`config.mk`:
```
export PLATFORM = sky130hd
export DESIGN_NAME = mac_pre_processing_unit
export DESIGN_NICKNAME = d
export VERILOG_FILES = /design/src/common/mac_pre_pkg.sv /design/src/hdl/element_decoder.sv /design/src/hdl/ifm_pipe.sv /design/src/hdl/mac_pre_processing_unit.sv /design/src/hdl/pipe_ctrl.sv /design/src/hdl/stream_fifo.sv /design/src/weight_buffer/weight_frame_buffer.sv
export SDC_FILE = /design/constraint.sdc
export NUM_CORES = 2
export LEC_CHECK = 0
export ABC_AREA = 1
export BUFFER_PORTS_ARGS = -buffer_cell sky130_fd_sc_hd__buf_4
export CORE_ASPECT_RATIO = 0.7
export CORE_UTILIZATION = 32
export CTS_BUF_LIST = sky130_fd_sc_hd__clkbuf_4 sky130_fd_sc_hd__clkbuf_8 sky130_fd_sc_hd__clkbuf_16
export CTS_CLUSTER_DIAMETER = 60
export DETAILED_ROUTE_END_ITERATION = 10
export PLACE_DENSITY_LB_ADDON = 0.3
export SLEW_MARGIN = 40
export SYNTH_ARGS = -nofsm -noshare
export SYNTH_HDL_FRONTEND = slang
export SYNTH_SLANG_ARGS = --single-unit
```
`constraint.sdc`:
```
create_clock -name i_clk -period 27 [get_ports i_clk]
set_input_delay 4.05 -clock i_clk [delete_from_list [all_inputs] [get_ports i_clk]]
set_output_delay 4.05 -clock i_clk [all_outputs]
set_load 0.01 [all_outputs]
```
`src/common/mac_pre_pkg.sv`:
```
// element widths, datatype enumeration and beat structs
// shared by the mac pre-processing unit
package mac_pre_pkg;

    ////////////////////
    // sizes
    ////////////////////

    // elements per beat
    localparam int ELEMS = 4;
    // raw element as it arrives on the ports
    localparam int RAW_W = 16;
    // decoded element as seen by the mac lanes
    localparam int DEC_W = 20;

    ////////////////////
    // datatype
    ////////////////////

    typedef enum logic {
        DTYPE_FP16 = 1'b0,
        DTYPE_INT8 = 1'b1
    } dtype_e;

    // decoded element layout, msb first
    //   fp16: 2'b00, iszero, sign, exp5, mant11
    //         iszero when exponent and fraction are both zero
    //         mant11 is hidden bit then fraction, hidden set for nonzero exponent
    //   int8: high byte in [19:10], low byte in [9:0]
    //         each byte is iszero, sign, 8-bit magnitude
    //         magnitude is the absolute value, so -128 gives 128

    ////////////////////
    // lines and beats
    ////////////////////

    // element 0 in the low bits
    typedef logic [ELEMS-1:0][RAW_W-1:0] raw_line_t;
    typedef logic [ELEMS-1:0][DEC_W-1:0] dec_line_t;

    typedef struct packed {
        raw_line_t        data;
        logic [ELEMS-1:0] elem_valid;
        logic             inter_end;
        logic             accum_end;
    } ifm_beat_t;

    typedef struct packed {
        raw_line_t data;
        logic      is_last;
    } wfm_beat_t;

    // decoded ifm beat towards the lanes
    typedef struct packed {
        dec_line_t        data;
        logic [ELEMS-1:0] elem_valid;
        logic             inter_end;
        logic             accum_end;
    } lane_ifm_t;

endpackage

```
`src/hdl/element_decoder.sv`:
```
// combinational fp16 / int8 decode of one raw line
`timescale 1ns/1ps

module element_decoder (
    input  mac_pre_pkg::dtype_e    i_dtype,
    input  mac_pre_pkg::raw_line_t i_data,
    output mac_pre_pkg::dec_line_t o_data
);

    import mac_pre_pkg::*;

    ////////////////////
    // fp16
    ////////////////////

    function automatic logic [DEC_W-1:0] decode_fp16(input logic [RAW_W-1:0] raw);
        logic [4:0] exp5;
        logic [9:0] frac;
        logic       iszero;
        logic       hidden;
        exp5   = raw[14:10];
        frac   = raw[9:0];
        iszero = (exp5 == 5'd0) && (frac == 10'd0);
        // zero exponent keeps the hidden bit clear
        hidden = (exp5 != 5'd0);
        return {2'b00, iszero, raw[15], exp5, hidden, frac};
    endfunction

    ////////////////////
    // int8
    ////////////////////

    function automatic logic [9:0] decode_byte(input logic [7:0] b);
        logic [7:0] mag;
        // two's complement abs, 8'h80 stays 128
        mag = b[7] ? (~b + 8'd1) : b;
        return {b == 8'd0, b[7], mag};
    endfunction

    function automatic logic [DEC_W-1:0] decode_int8(input logic [RAW_W-1:0] raw);
        return {decode_byte(raw[15:8]), decode_byte(raw[7:0])};
    endfunction

    for (genvar e = 0; e < ELEMS; e++) begin : g_elem
        assign o_data[e] = (i_dtype == DTYPE_FP16) ? decode_fp16(i_data[e])
                                                   : decode_int8(i_data[e]);
    end

endmodule

```
`src/hdl/ifm_pipe.sv`:
```
// ifm register pipeline with element-gated capture
// and inter/accum flag transport
`timescale 1ns/1ps

module ifm_pipe #(
    parameter int STAGES = 2
) (
    input  logic                              i_clk,
    input  logic                              i_reset,
    output logic                              o_input_ready,
    input  logic                              i_input_valid,
    input  mac_pre_pkg::dec_line_t            i_data,
    input  logic [mac_pre_pkg::ELEMS-1:0]     i_elem_valid,
    input  logic                              i_inter_end,
    input  logic                              i_accum_end,
    input  logic                              i_output_ready,
    output logic                              o_output_valid,
    output mac_pre_pkg::lane_ifm_t            o_lane
);

    import mac_pre_pkg::*;

    logic [STAGES-1:0] stage_en;

    dec_line_t         r_data [STAGES];
    logic [ELEMS-1:0]  r_elem_valid [STAGES];
    logic [STAGES-1:0] r_inter_end;
    logic [STAGES-1:0] r_accum_end;

    // stage inputs, stage 0 from the fifo side
    dec_line_t         src_data [STAGES];
    logic [ELEMS-1:0]  src_elem_valid [STAGES];
    logic [STAGES-1:0] src_inter_end;
    logic [STAGES-1:0] src_accum_end;

    pipe_ctrl #(
        .STAGE (STAGES)
    ) u_pipe_ctrl (
        .i_clk          (i_clk),
        .i_reset        (i_reset),
        .o_input_ready  (o_input_ready),
        .i_input_valid  (i_input_valid),
        .i_output_ready (i_output_ready),
        .o_output_valid (o_output_valid),
        .o_pipe_ctrl    (stage_en)
    );

    for (genvar k = 0; k < STAGES; k++) begin : g_stage
        if (k == 0) begin : g_src_in
            assign src_data[k]       = i_data;
            assign src_elem_valid[k] = i_elem_valid;
            assign src_inter_end[k]  = i_inter_end;
            assign src_accum_end[k]  = i_accum_end;
        end else begin : g_src_prev
            assign src_data[k]       = r_data[k-1];
            assign src_elem_valid[k] = r_elem_valid[k-1];
            assign src_inter_end[k]  = r_inter_end[k-1];
            assign src_accum_end[k]  = r_accum_end[k-1];
        end

        always_ff @(posedge i_clk or negedge i_reset) begin
            if (!i_reset) begin
                r_elem_valid[k] <= '0;
                r_inter_end[k]  <= 1'b0;
                r_accum_end[k]  <= 1'b0;
            end else if (stage_en[k]) begin
                r_elem_valid[k] <= src_elem_valid[k];
                r_inter_end[k]  <= src_inter_end[k];
                r_accum_end[k]  <= src_accum_end[k];
            end
        end

        // invalid elements keep stale contents
        always_ff @(posedge i_clk) begin
            for (int e = 0; e < ELEMS; e++) begin
                if (stage_en[k] && src_elem_valid[k][e]) begin
                    r_data[k][e] <= src_data[k][e];
                end
            end
        end
    end

    assign o_lane.data       = r_data[STAGES-1];
    assign o_lane.elem_valid = r_elem_valid[STAGES-1];
    assign o_lane.inter_end  = r_inter_end[STAGES-1];
    assign o_lane.accum_end  = r_accum_end[STAGES-1];

endmodule

```
`src/hdl/mac_pre_processing_unit.sv`:
```
// mac pre-processing top: stream fifos, decoders,
// ifm pipe and weight frame buffer
`timescale 1ns/1ps

module mac_pre_processing_unit #(
    parameter int FIFO_DEPTH = 4,
    parameter int IFM_STAGES = 2,
    parameter int BUF_LINES  = 8
) (
    input  logic                                   i_clk,
    input  logic                                   i_reset,
    input  mac_pre_pkg::dtype_e                    i_ifm_dtype,
    input  mac_pre_pkg::dtype_e                    i_wfm_dtype,
    output logic                                   o_ifm_ready,
    input  logic                                   i_ifm_valid,
    input  mac_pre_pkg::ifm_beat_t                 i_ifm,
    output logic                                   o_wfm_ready,
    input  logic                                   i_wfm_valid,
    input  mac_pre_pkg::wfm_beat_t                 i_wfm,
    input  logic                                   i_lane_ifm_ready,
    output logic                                   o_lane_ifm_valid,
    output mac_pre_pkg::lane_ifm_t                 o_lane_ifm,
    output logic [BUF_LINES-1:0]                   o_lane_wfm_valid,
    output mac_pre_pkg::dec_line_t [BUF_LINES-1:0] o_lane_wfm
);

    import mac_pre_pkg::*;

    logic      ifm_fifo_valid;
    logic      ifm_fifo_ready;
    ifm_beat_t ifm_fifo_data;
    dec_line_t ifm_dec;

    logic      wfm_fifo_valid;
    logic      wfm_fifo_ready;
    wfm_beat_t wfm_fifo_data;
    dec_line_t wfm_dec;

    logic      frame_pop;

    ////////////////////
    // ifm path
    ////////////////////

    stream_fifo #(
        .DATA_T (ifm_beat_t),
        .DEPTH  (FIFO_DEPTH)
    ) u_ifm_fifo (
        .i_clk          (i_clk),
        .i_reset        (i_reset),
        .o_input_ready  (o_ifm_ready),
        .i_input_valid  (i_ifm_valid),
        .i_input_data   (i_ifm),
        .i_output_ready (ifm_fifo_ready),
        .o_output_valid (ifm_fifo_valid),
        .o_output_data  (ifm_fifo_data)
    );

    element_decoder u_ifm_decoder (
        .i_dtype (i_ifm_dtype),
        .i_data  (ifm_fifo_data.data),
        .o_data  (ifm_dec)
    );

    ifm_pipe #(
        .STAGES (IFM_STAGES)
    ) u_ifm_pipe (
        .i_clk          (i_clk),
        .i_reset        (i_reset),
        .o_input_ready  (ifm_fifo_ready),
        .i_input_valid  (ifm_fifo_valid),
        .i_data         (ifm_dec),
        .i_elem_valid   (ifm_fifo_data.elem_valid),
        .i_inter_end    (ifm_fifo_data.inter_end),
        .i_accum_end    (ifm_fifo_data.accum_end),
        .i_output_ready (i_lane_ifm_ready),
        .o_output_valid (o_lane_ifm_valid),
        .o_lane         (o_lane_ifm)
    );

    ////////////////////
    // weight path
    ////////////////////

    stream_fifo #(
        .DATA_T (wfm_beat_t),
        .DEPTH  (FIFO_DEPTH)
    ) u_wfm_fifo (
        .i_clk          (i_clk),
        .i_reset        (i_reset),
        .o_input_ready  (o_wfm_ready),
        .i_input_valid  (i_wfm_valid),
        .i_input_data   (i_wfm),
        .i_output_ready (wfm_fifo_ready),
        .o_output_valid (wfm_fifo_valid),
        .o_output_data  (wfm_fifo_data)
    );

    element_decoder u_wfm_decoder (
        .i_dtype (i_wfm_dtype),
        .i_data  (wfm_fifo_data.data),
        .o_data  (wfm_dec)
    );

    // frame leaves once the lanes take an inner-loop end
    assign frame_pop = o_lane_ifm_valid & i_lane_ifm_ready & o_lane_ifm.inter_end;

    weight_frame_buffer #(
        .BUF_LINES (BUF_LINES)
    ) u_weight_frame_buffer (
        .i_clk         (i_clk),
        .i_reset       (i_reset),
        .o_input_ready (wfm_fifo_ready),
        .i_input_valid (wfm_fifo_valid),
        .i_data        (wfm_dec),
        .i_is_last     (wfm_fifo_data.is_last),
        .i_frame_pop   (frame_pop),
        .o_line_valid  (o_lane_wfm_valid),
        .o_lines       (o_lane_wfm)
    );

endmodule

```
`src/hdl/pipe_ctrl.sv`:
```
// stage-valid tracker with per-stage load enables
`timescale 1ns/1ps

module pipe_ctrl #(
    parameter int STAGE = 2
) (
    input  logic             i_clk,
    input  logic             i_reset,
    output logic             o_input_ready,
    input  logic             i_input_valid,
    input  logic             i_output_ready,
    output logic             o_output_valid,
    output logic [STAGE-1:0] o_pipe_ctrl
);

    logic [STAGE-1:0] r_valid;
    // bit k: stage k can take an item this cycle
    logic [STAGE:0]   ready_chain;
    logic [STAGE:0]   valid_chain;

    // a stage is ready when empty or its item moves on
    always_comb begin
        ready_chain[STAGE] = i_output_ready;
        for (int k = STAGE - 1; k >= 0; k--) begin
            ready_chain[k] = !r_valid[k] | ready_chain[k+1];
        end
    end

    assign valid_chain    = {r_valid, i_input_valid};
    assign o_pipe_ctrl    = valid_chain[STAGE-1:0] & ready_chain[STAGE-1:0];
    assign o_input_ready  = ready_chain[0];
    assign o_output_valid = r_valid[STAGE-1];

    always_ff @(posedge i_clk or negedge i_reset) begin
        if (!i_reset) begin
            r_valid <= '0;
        end else begin
            r_valid <= o_pipe_ctrl | (r_valid & ~ready_chain[STAGE:1]);
        end
    end

    // stalled item is neither overwritten nor lost
    for (genvar k = 0; k < STAGE; k++) begin : g_stall_chk
        a_no_load_stalled : assert property (@(posedge i_clk) disable iff (!i_reset)
            r_valid[k] && !ready_chain[k+1] |-> !o_pipe_ctrl[k] ##1 r_valid[k]);
    end

endmodule

```
`src/hdl/stream_fifo.sv`:
```
// ready/valid fifo with a type-parameter payload
`timescale 1ns/1ps

module stream_fifo #(
    parameter type DATA_T = logic [7:0],
    parameter int  DEPTH  = 4
) (
    input  logic  i_clk,
    input  logic  i_reset,
    output logic  o_input_ready,
    input  logic  i_input_valid,
    input  DATA_T i_input_data,
    input  logic  i_output_ready,
    output logic  o_output_valid,
    output DATA_T o_output_data
);

    localparam int PTR_W = (DEPTH > 1) ? $clog2(DEPTH) : 1;
    localparam int CNT_W = $clog2(DEPTH + 1);

    DATA_T            mem [DEPTH];
    logic [PTR_W-1:0] r_wr_ptr;
    logic [PTR_W-1:0] r_rd_ptr;
    logic [CNT_W-1:0] r_count;
    logic             push;
    logic             pop;

    function automatic logic [PTR_W-1:0] next_ptr(input logic [PTR_W-1:0] ptr);
        return (ptr == PTR_W'(DEPTH - 1)) ? '0 : ptr + 1'b1;
    endfunction

    assign o_input_ready  = (r_count != CNT_W'(DEPTH));
    assign o_output_valid = (r_count != '0);
    assign o_output_data  = mem[r_rd_ptr];

    assign push = i_input_valid & o_input_ready;
    assign pop  = o_output_valid & i_output_ready;

    always_ff @(posedge i_clk or negedge i_reset) begin
        if (!i_reset) begin
            r_wr_ptr <= '0;
            r_rd_ptr <= '0;
            r_count  <= '0;
        end else begin
            if (push) begin
                r_wr_ptr <= next_ptr(r_wr_ptr);
            end
            if (pop) begin
                r_rd_ptr <= next_ptr(r_rd_ptr);
            end
            r_count <= r_count + CNT_W'(push) - CNT_W'(pop);
        end
    end

    always_ff @(posedge i_clk) begin
        if (push) begin
            mem[r_wr_ptr] <= i_input_data;
        end
    end

    // full fifo with no read stays full and takes nothing
    a_no_write_full : assert property (@(posedge i_clk) disable iff (!i_reset)
        (r_count == CNT_W'(DEPTH)) && !pop |-> !push ##1 (r_count == CNT_W'(DEPTH)));

    a_count_range : assert property (@(posedge i_clk) disable iff (!i_reset)
        r_count <= CNT_W'(DEPTH));

endmodule

```
`src/weight_buffer/weight_frame_buffer.sv`:
```
// weight decode register, line collection into a fill bank
// and a two-entry frame pipe released by inter-end pops
`timescale 1ns/1ps

module weight_frame_buffer #(
    parameter int BUF_LINES = 8
) (
    input  logic                                   i_clk,
    input  logic                                   i_reset,
    output logic                                   o_input_ready,
    input  logic                                   i_input_valid,
    input  mac_pre_pkg::dec_line_t                 i_data,
    input  logic                                   i_is_last,
    input  logic                                   i_frame_pop,
    output logic [BUF_LINES-1:0]                   o_line_valid,
    output mac_pre_pkg::dec_line_t [BUF_LINES-1:0] o_lines
);

    import mac_pre_pkg::*;

    // one extra bit so an overlong frame is visible
    localparam int PTR_W = $clog2(BUF_LINES + 1);
    localparam int IDX_W = (BUF_LINES > 1) ? $clog2(BUF_LINES) : 1;

    logic [0:0]       dec_en;
    logic             dec_valid;
    logic             dec_out_ready;
    dec_line_t        r_dec_line;
    logic             r_dec_last;

    logic             frm_in_valid;
    logic             frm_in_ready;
    logic             frm_valid;
    logic [1:0]       frm_en;

    logic             line_wr;
    logic [PTR_W-1:0] r_ptr;
    dec_line_t        fill_bank [BUF_LINES];
    dec_line_t [BUF_LINES-1:0] commit_frame;
    dec_line_t [BUF_LINES-1:0] r_frame [2];
    logic [PTR_W-1:0] r_last_idx [2];

    ////////////////////
    // decode register
    ////////////////////

    pipe_ctrl #(
        .STAGE (1)
    ) u_pipe_ctrl_dec (
        .i_clk          (i_clk),
        .i_reset        (i_reset),
        .o_input_ready  (o_input_ready),
        .i_input_valid  (i_input_valid),
        .i_output_ready (dec_out_ready),
        .o_output_valid (dec_valid),
        .o_pipe_ctrl    (dec_en)
    );

    always_ff @(posedge i_clk or negedge i_reset) begin
        if (!i_reset) begin
            r_dec_last <= 1'b0;
        end else if (dec_en[0]) begin
            r_dec_last <= i_is_last;
        end
    end

    always_ff @(posedge i_clk) begin
        if (dec_en[0]) begin
            r_dec_line <= i_data;
        end
    end

    ////////////////////
    // line collection
    ////////////////////

    // only the closing line waits for frame room
    assign dec_out_ready = r_dec_last ? frm_in_ready : 1'b1;
    assign line_wr       = dec_valid & dec_out_ready;
    assign frm_in_valid  = dec_valid & r_dec_last;

    always_ff @(posedge i_clk or negedge i_reset) begin
        if (!i_reset) begin
            r_ptr <= '0;
        end else if (line_wr) begin
            r_ptr <= r_dec_last ? '0 : r_ptr + 1'b1;
        end
    end

    always_ff @(posedge i_clk) begin
        if (line_wr) begin
            fill_bank[r_ptr[IDX_W-1:0]] <= r_dec_line;
        end
    end

    // closing line merged in, it is not yet in the fill bank
    always_comb begin
        for (int j = 0; j < BUF_LINES; j++) begin
            commit_frame[j] = (PTR_W'(j) == r_ptr) ? r_dec_line : fill_bank[j];
        end
    end

    ////////////////////
    // frame pipe
    ////////////////////

    pipe_ctrl #(
        .STAGE (2)
    ) u_pipe_ctrl_frame (
        .i_clk          (i_clk),
        .i_reset        (i_reset),
        .o_input_ready  (frm_in_ready),
        .i_input_valid  (frm_in_valid),
        .i_output_ready (i_frame_pop),
        .o_output_valid (frm_valid),
        .o_pipe_ctrl    (frm_en)
    );

    always_ff @(posedge i_clk) begin
        if (frm_en[0]) begin
            r_frame[0]    <= commit_frame;
            r_last_idx[0] <= r_ptr;
        end
        if (frm_en[1]) begin
            r_frame[1]    <= r_frame[0];
            r_last_idx[1] <= r_last_idx[0];
        end
    end

    assign o_lines = r_frame[1];

    for (genvar k = 0; k < BUF_LINES; k++) begin : g_line_valid
        assign o_line_valid[k] = frm_valid && (PTR_W'(k) <= r_last_idx[1]);
    end

    // frames longer than BUF_LINES lines
    a_ptr_range : assert property (@(posedge i_clk) disable iff (!i_reset)
        r_ptr < PTR_W'(BUF_LINES));

endmodule
```
# After elaboration in Yosys (flattened, before gate mapping)
# Memories as Yosys holds them, arrays and structs flattened.
# Index checks and enable logic that the tools add are counted.
dict set report totals {
  regBits 116
  mem_bits_rw 2628
  in_bits 142
  out_inout_bits 737
  wordCells 253
  n_memories 6
}
dict set report op_classes {
  add_sub_neg 25
  n_lt_le_gt_ge 8
  eq_ne 13
  mux 64
  bitwise_logic 40
  reduce_logical 72
}
# name depth word_bits rd rd_clocked_by_memory_dff write_ports line
set mem_list {}
lappend mem_list {u_weight_frame_buffer.r_frame 2 640 2 0 2 weight_frame_buffer.sv:40} ;# dec_line_t [BUF_LINES-1:0] r_frame [2];
lappend mem_list {u_weight_frame_buffer.fill_bank 8 80 8 0 1 weight_frame_buffer.sv:38} ;# dec_line_t fill_bank [BUF_LINES];
lappend mem_list {u_ifm_fifo.mem 4 70 1 0 1 stream_fifo.sv:21} ;# DATA_T mem [DEPTH];
lappend mem_list {u_wfm_fifo.mem 4 65 1 0 1 stream_fifo.sv:21}
lappend mem_list {u_ifm_pipe.r_data 2 80 2 0 2 ifm_pipe.sv:25} ;# dec_line_t r_data [STAGES];
lappend mem_list {u_weight_frame_buffer.r_last_idx 2 4 2 0 2 weight_frame_buffer.sv:41} ;# logic [PTR_W-1:0] r_last_idx [2];
# cell n
set ops {}
lappend ops {{80-bit 2-to-1 mux} 8}
lappend ops {{8-bit by 1-bit adder with 8-bit output, second input constant} 16}
lappend ops {{8-bit zero test} 16}
lappend ops {{8-bit 2-to-1 mux} 16}
lappend ops {{8-bit inverter} 16}
lappend ops {{10-bit zero test} 8}
lappend ops {{20-bit 2-to-1 mux} 4}
lappend ops {{18-bit 2-to-1 mux} 4}
lappend ops {{5-bit zero test} 8}
lappend ops {{5-bit nonzero test} 8}
lappend ops {{1-bit 2-to-1 mux} 27}
lappend ops {{1-bit logical AND} 24}
lappend ops {{3-bit by 4-bit == test with 1-bit output, first input constant} 4}
lappend ops {{3-bit by 4-bit less-or-equal comparator with 1-bit output, first input constant} 4}
lappend ops {{1-bit bitwise AND} 9}
lappend ops {{2-bit by 1-bit adder with 2-bit output, second input constant} 4}
lappend ops {{2-bit bitwise AND} 4}
lappend ops {{2-bit == test, second input constant} 4}
lappend ops {{2-bit by 4-bit == test with 1-bit output, first input constant} 2}
lappend ops {{1-bit by 4-bit less-or-equal comparator with 1-bit output, first input constant} 2}
lappend ops {{2-bit by 4-bit less-or-equal comparator with 1-bit output, first input constant} 2}
lappend ops {{2-bit 2-to-1 mux} 4}
lappend ops {{3-bit by 1-bit adder with 3-bit output} 2}
lappend ops {{3-bit != test, second input constant} 2}
lappend ops {{other kinds (11)} 24}

# Logic depth before layout (Yosys ltp)
dict set report logic_depth {
  ltp_word 8
  ltp_mapped 13
  depth_no_buf 11
}

# By module
# A second synthesis with hierarchy kept.
dict set report hier_totals {
  cells_unflattened 7017
  hier_area_um2 104550.3
}
# module n_inst cells_per_inst area_per_inst_um2
set modules_own_cells {}
lappend modules_own_cells {weight_frame_buffer 1 4219 72610.9}
lappend modules_own_cells {{stream_fifo (u_ifm_fifo)} 1 872 11462.2}
lappend modules_own_cells {{stream_fifo (u_wfm_fifo)} 1 816 10876.7}
lappend modules_own_cells {ifm_pipe 1 224 5322.6}
lappend modules_own_cells {{element_decoder (u_wfm_decoder)} 1 427 2016.9}
lappend modules_own_cells {{element_decoder (u_ifm_decoder)} 1 426 2011.9}
lappend modules_own_cells {{pipe_ctrl (u_ifm_pipe.u_pipe_ctrl ...)} 2 12 95.1}
lappend modules_own_cells {{pipe_ctrl (u_weight_frame_buffer.u_pipe_ctrl_dec)} 1 6 45.0}
lappend modules_own_cells {mac_pre_processing_unit 1 3 13.8}

# Worst setup path after synthesis
# OpenSTA, ideal clock, no wires.
dict set report synth_timing {
  kind {input -> register}
  start {input port i_lane_ifm_ready}
  end {memory u_weight_frame_buffer.r_frame[0][1000] in the netlist's numbering, enable pin}
  arrival_time_ns 31.050
  t_required_ns 25.322
  slack_ns -5.728
  path_stages 4
  path_buffers 0
  path_cell_list {nand3_1 nand2_1 inv_1 nor2_1}
}
# element line
set synth_rtl {}
lappend synth_rtl {{start: declaration} mac_pre_processing_unit.sv:20} ;# input logic i_lane_ifm_ready,
lappend synth_rtl {{end: declaration} weight_frame_buffer.sv:40}

==> results.toml <==
[global_route]
grt_start_max_net_pins = 100
grt_overflow = 0
antenna_found_initial = 84
grt_pass1_vias = 51700
grt_usage = 0.165
grt_pass1_wl_microns = 381000

[die]
dieArea_sq_mm = 0.323
core_area_sq_mm = 0.318
row_count = 173
dieWidth_microns = 679
io_pins = 879
start_util = 0.323
die_y_microns = 476

[pwr]
power_density_mw_per_mm2 = 124
p_leak_uw = 0.0428
peakVddDrop_mv = 0.0737

[sta]
fmax_ghz = 0.135
hold_violations = 0
post-route-min-period_ns = 7.43
rsz0062_at_grt = "false"
final.setup.tns_ns = 0
timing.slew.headroom = 0.428
final_max_slew_viol_count = 0
setup-violations-final = 0
fin_crit_sh = 0.275
tightest_slew_ns = 0.858
skew_ns = 0.0734

[cts]
clkSinkCount = 2744
cts_resized = 0
cts_setup_buffers = 0
cts_tree = "done"
cts_buffer_depth = 4
postCtsHoldBufs = 0
cts_buffers = 284
h-tree-depth = 5
clk_pin_slew_ns = 0.06
cts-root-buf = "clkbuf_16"
clk_latency_ns = 0.85

[worst_hold_path]
min_path_type = "flop to flop"
hold_end = "u_weight_frame_buffer.r_frame[0][1222]$_DFFE_PP_"
hold_depth = 0
hp-start = "u_weight_frame_buffer.r_frame[0][582]$_DFFE_PP_"

[drt]
vias = 54100
ant_nets = 0
first_iter_violations = 4907
vias_per_cell = 4.63
wl_per_cell_microns = 23.8
wl_microns = 278000
drc = 0
dr.pass1.iters = 5

[finish]
multi_input_area_sq_mm = 0.0138
fin_area_sq_mm = 0.119
post-route-util = 0.374
finalNetCount = 7335
ff_latch_area_sq_mm = 0.0822
final_layout_size_suffix_gt1_frac = 0.209
fill_cells = 29600
syn_to_final_growth_pct = 15.9
stdcell_count = 11700

[yosys]
synth_edf_count = 2708
yosysTopAreaCellShare = 0.792
synth_cells = 6799
netlist_top_cells_area = "edfxtp_1, nand2_1, buf_4"
synth_seq_cells = 2744
synthFlopType = "edfxtp_1"
synth_area_leader_cell = "edfxtp_1"
syn_avg_cell_area_sq_um = 15.1
yosysWarnings = 0
ys_types = 38
syn_area_sq_mm = 0.103
syn_nets = 6977
synth-seq-area-share = 0.801
synthArstFlopShare = 0.0131

[critical_path]
r2r_slack_ns = 22.42
crit_fanout = 84
criticalPathCategory = "primary input to flop"
r2r-start = "u_ifm_pipe.u_pipe_ctrl.r_valid[1]$_DFF_PN0_"
cp.arrival_ns = 7.88
reg2reg_to = "u_weight_frame_buffer.r_frame[0][910]$_DFFE_PP_"
cp.required_ns = 27.45
worstSetupEndpointType = "flop"
r2r_cells = 9
startpoint_type = "primary input"

[outcome]
outcome = "complete, no violations"

[place]
placed_area_sq_mm = 0.110
port-buffer-count = 878
gp_congestion = 0.802
hpwl_microns = 185000
place_inst = 11200

[flow_run]
max_cap_violations = 0
synth_stat cells (all sizes together), types with 27 or more instances:
cell type / instances
edfxtp: 2708
nand2: 1494
buf: 805
o21ai: 760
nand3: 361
inv: 218
nor2: 146
clkbuf: 86
dfrtp: 36
ha: 34
a21oi: 33
xnor2: 27
final cells by class:
| class | instances | area share |
|---|---|---|
| multi-input cells | 2945 | 0.116 |
| well taps | 4287 | 0.0451 |
| inverters | 219 | 0.00707 |
| flip-flops and latches | 2744 | 0.691 |
| repair buffers | 963 | 0.0633 |
| diodes | 17 | 0.000357 |
| clock inverters | 173 | 0.0143 |
| clock buffers | 333 | 0.0631 |
cell usage in the layout (no fill, tap or decap), types with 5 or more instances in the layout:
cell        count
o22ai_1         6
buf_6          28
nand3_1       348
inv_4           5
ha_1           34
clkinvlp_4     15
buf_4         921
nor2_2         18
buf_12          8
clkinv_2       46
o21ai_1        41
o21bai_1       12
bufinv_16      22
dfrtp_1        32
inv_6          16
xor2_1         26
clkinv_8       12
diode_2        17
inv_2          16
clkbuf_16     286
clkinv_4        5
inv_1         196
edfxtp_1     2708
nand4_1        19
inv_8           8
a31oi_1         6
a21oi_1        29
nor2_4         22
nand2_1      1461
nor2_1        106
xnor2_1        27
clkbuf_4       46
nand2_2        29
o21ai_0       719
clkinv_1       48
nand3_2         9
through the flow:
stage	power, uW	hold slack, ns	worst slack [ns]
3_3_place_gp	10900	0.402	18.10
4_1_cts	14900	0.417	19.25
2_1_floorplan	9790	0.400	5.44
5_1_grt	15500	0.420	19.35
3_5_place_dp	11000	0.405	18.31
6_report	14800	0.407	19.57
flip-flops by register name, summed over array words and instances, names as in the netlist, 6 cells and up:
register,count
u_wfm_fifo.mem,260
u_weight_frame_buffer.r_last_idx,8
u_weight_frame_buffer.r_dec_line,80
u_ifm_pipe.o_lane,6
u_ifm_fifo.mem,280
u_ifm_pipe.r_data,160
u_weight_frame_buffer.r_frame,1280
u_weight_frame_buffer.fill_bank,640
cell families after synthesis:
group,count (synthesis),share of synthesized area
AOI/OAI and AO/OA,828,0.0411
xor gates and xnor gates,53,0.00452
adders and majority gates,36,0.00453
buffers and inverters,1110,0.0679
DFF,2744,0.801
and+or+nand+nor,2028,0.0813
worst max path at each step:
stage	end	depth (start not counted)	slack, ns	startpoint
4_1_cts	u_weight_frame_buffer.r_frame[0][943]$_DFFE_PP_	9	19.25	i_lane_ifm_ready
2_1_floorplan	u_weight_frame_buffer.r_frame[0][1000]$_DFFE_PP_	4	5.44	i_lane_ifm_ready
6_report	u_weight_frame_buffer.r_frame[0][910]$_DFFE_PP_	10	19.57	i_lane_ifm_ready
3_3_place_gp	u_weight_frame_buffer.r_frame[0][750]$_DFFE_PP_	9	18.10	i_lane_ifm_ready
5_1_grt	u_weight_frame_buffer.r_frame[0][910]$_DFFE_PP_	10	19.35	i_lane_ifm_ready
3_5_place_dp	u_weight_frame_buffer.r_frame[0][1024]$_DFFE_PP_	9	18.31	i_lane_ifm_ready
worst max-delay path, stage by stage:
cell and delay (ns):
buf_4 0.09, nand3_1 0.15, nand2_1 0.14, inv_1 0.12, nor2_4 0.49, buf_4 0.51
buf_12 0.27, buf_6 0.52, buf_6 0.63, buf_6 0.67
routing by layer:
metal	vias up	wire length (microns)	track usage
li1	24500	-	-
met2	1865	131000	0.266
met4	48	6490	0.0424
met3	448	18700	0.0372
met1	27300	122000	0.225
met5	-	286	0
where the power goes:
group	switching, uW	total [uW]	internal [uW]
clock	1650	3880	2230
sequential	760	7360	6600
combinational	2570	3540	969
Power figures use the tool's default switching activity.
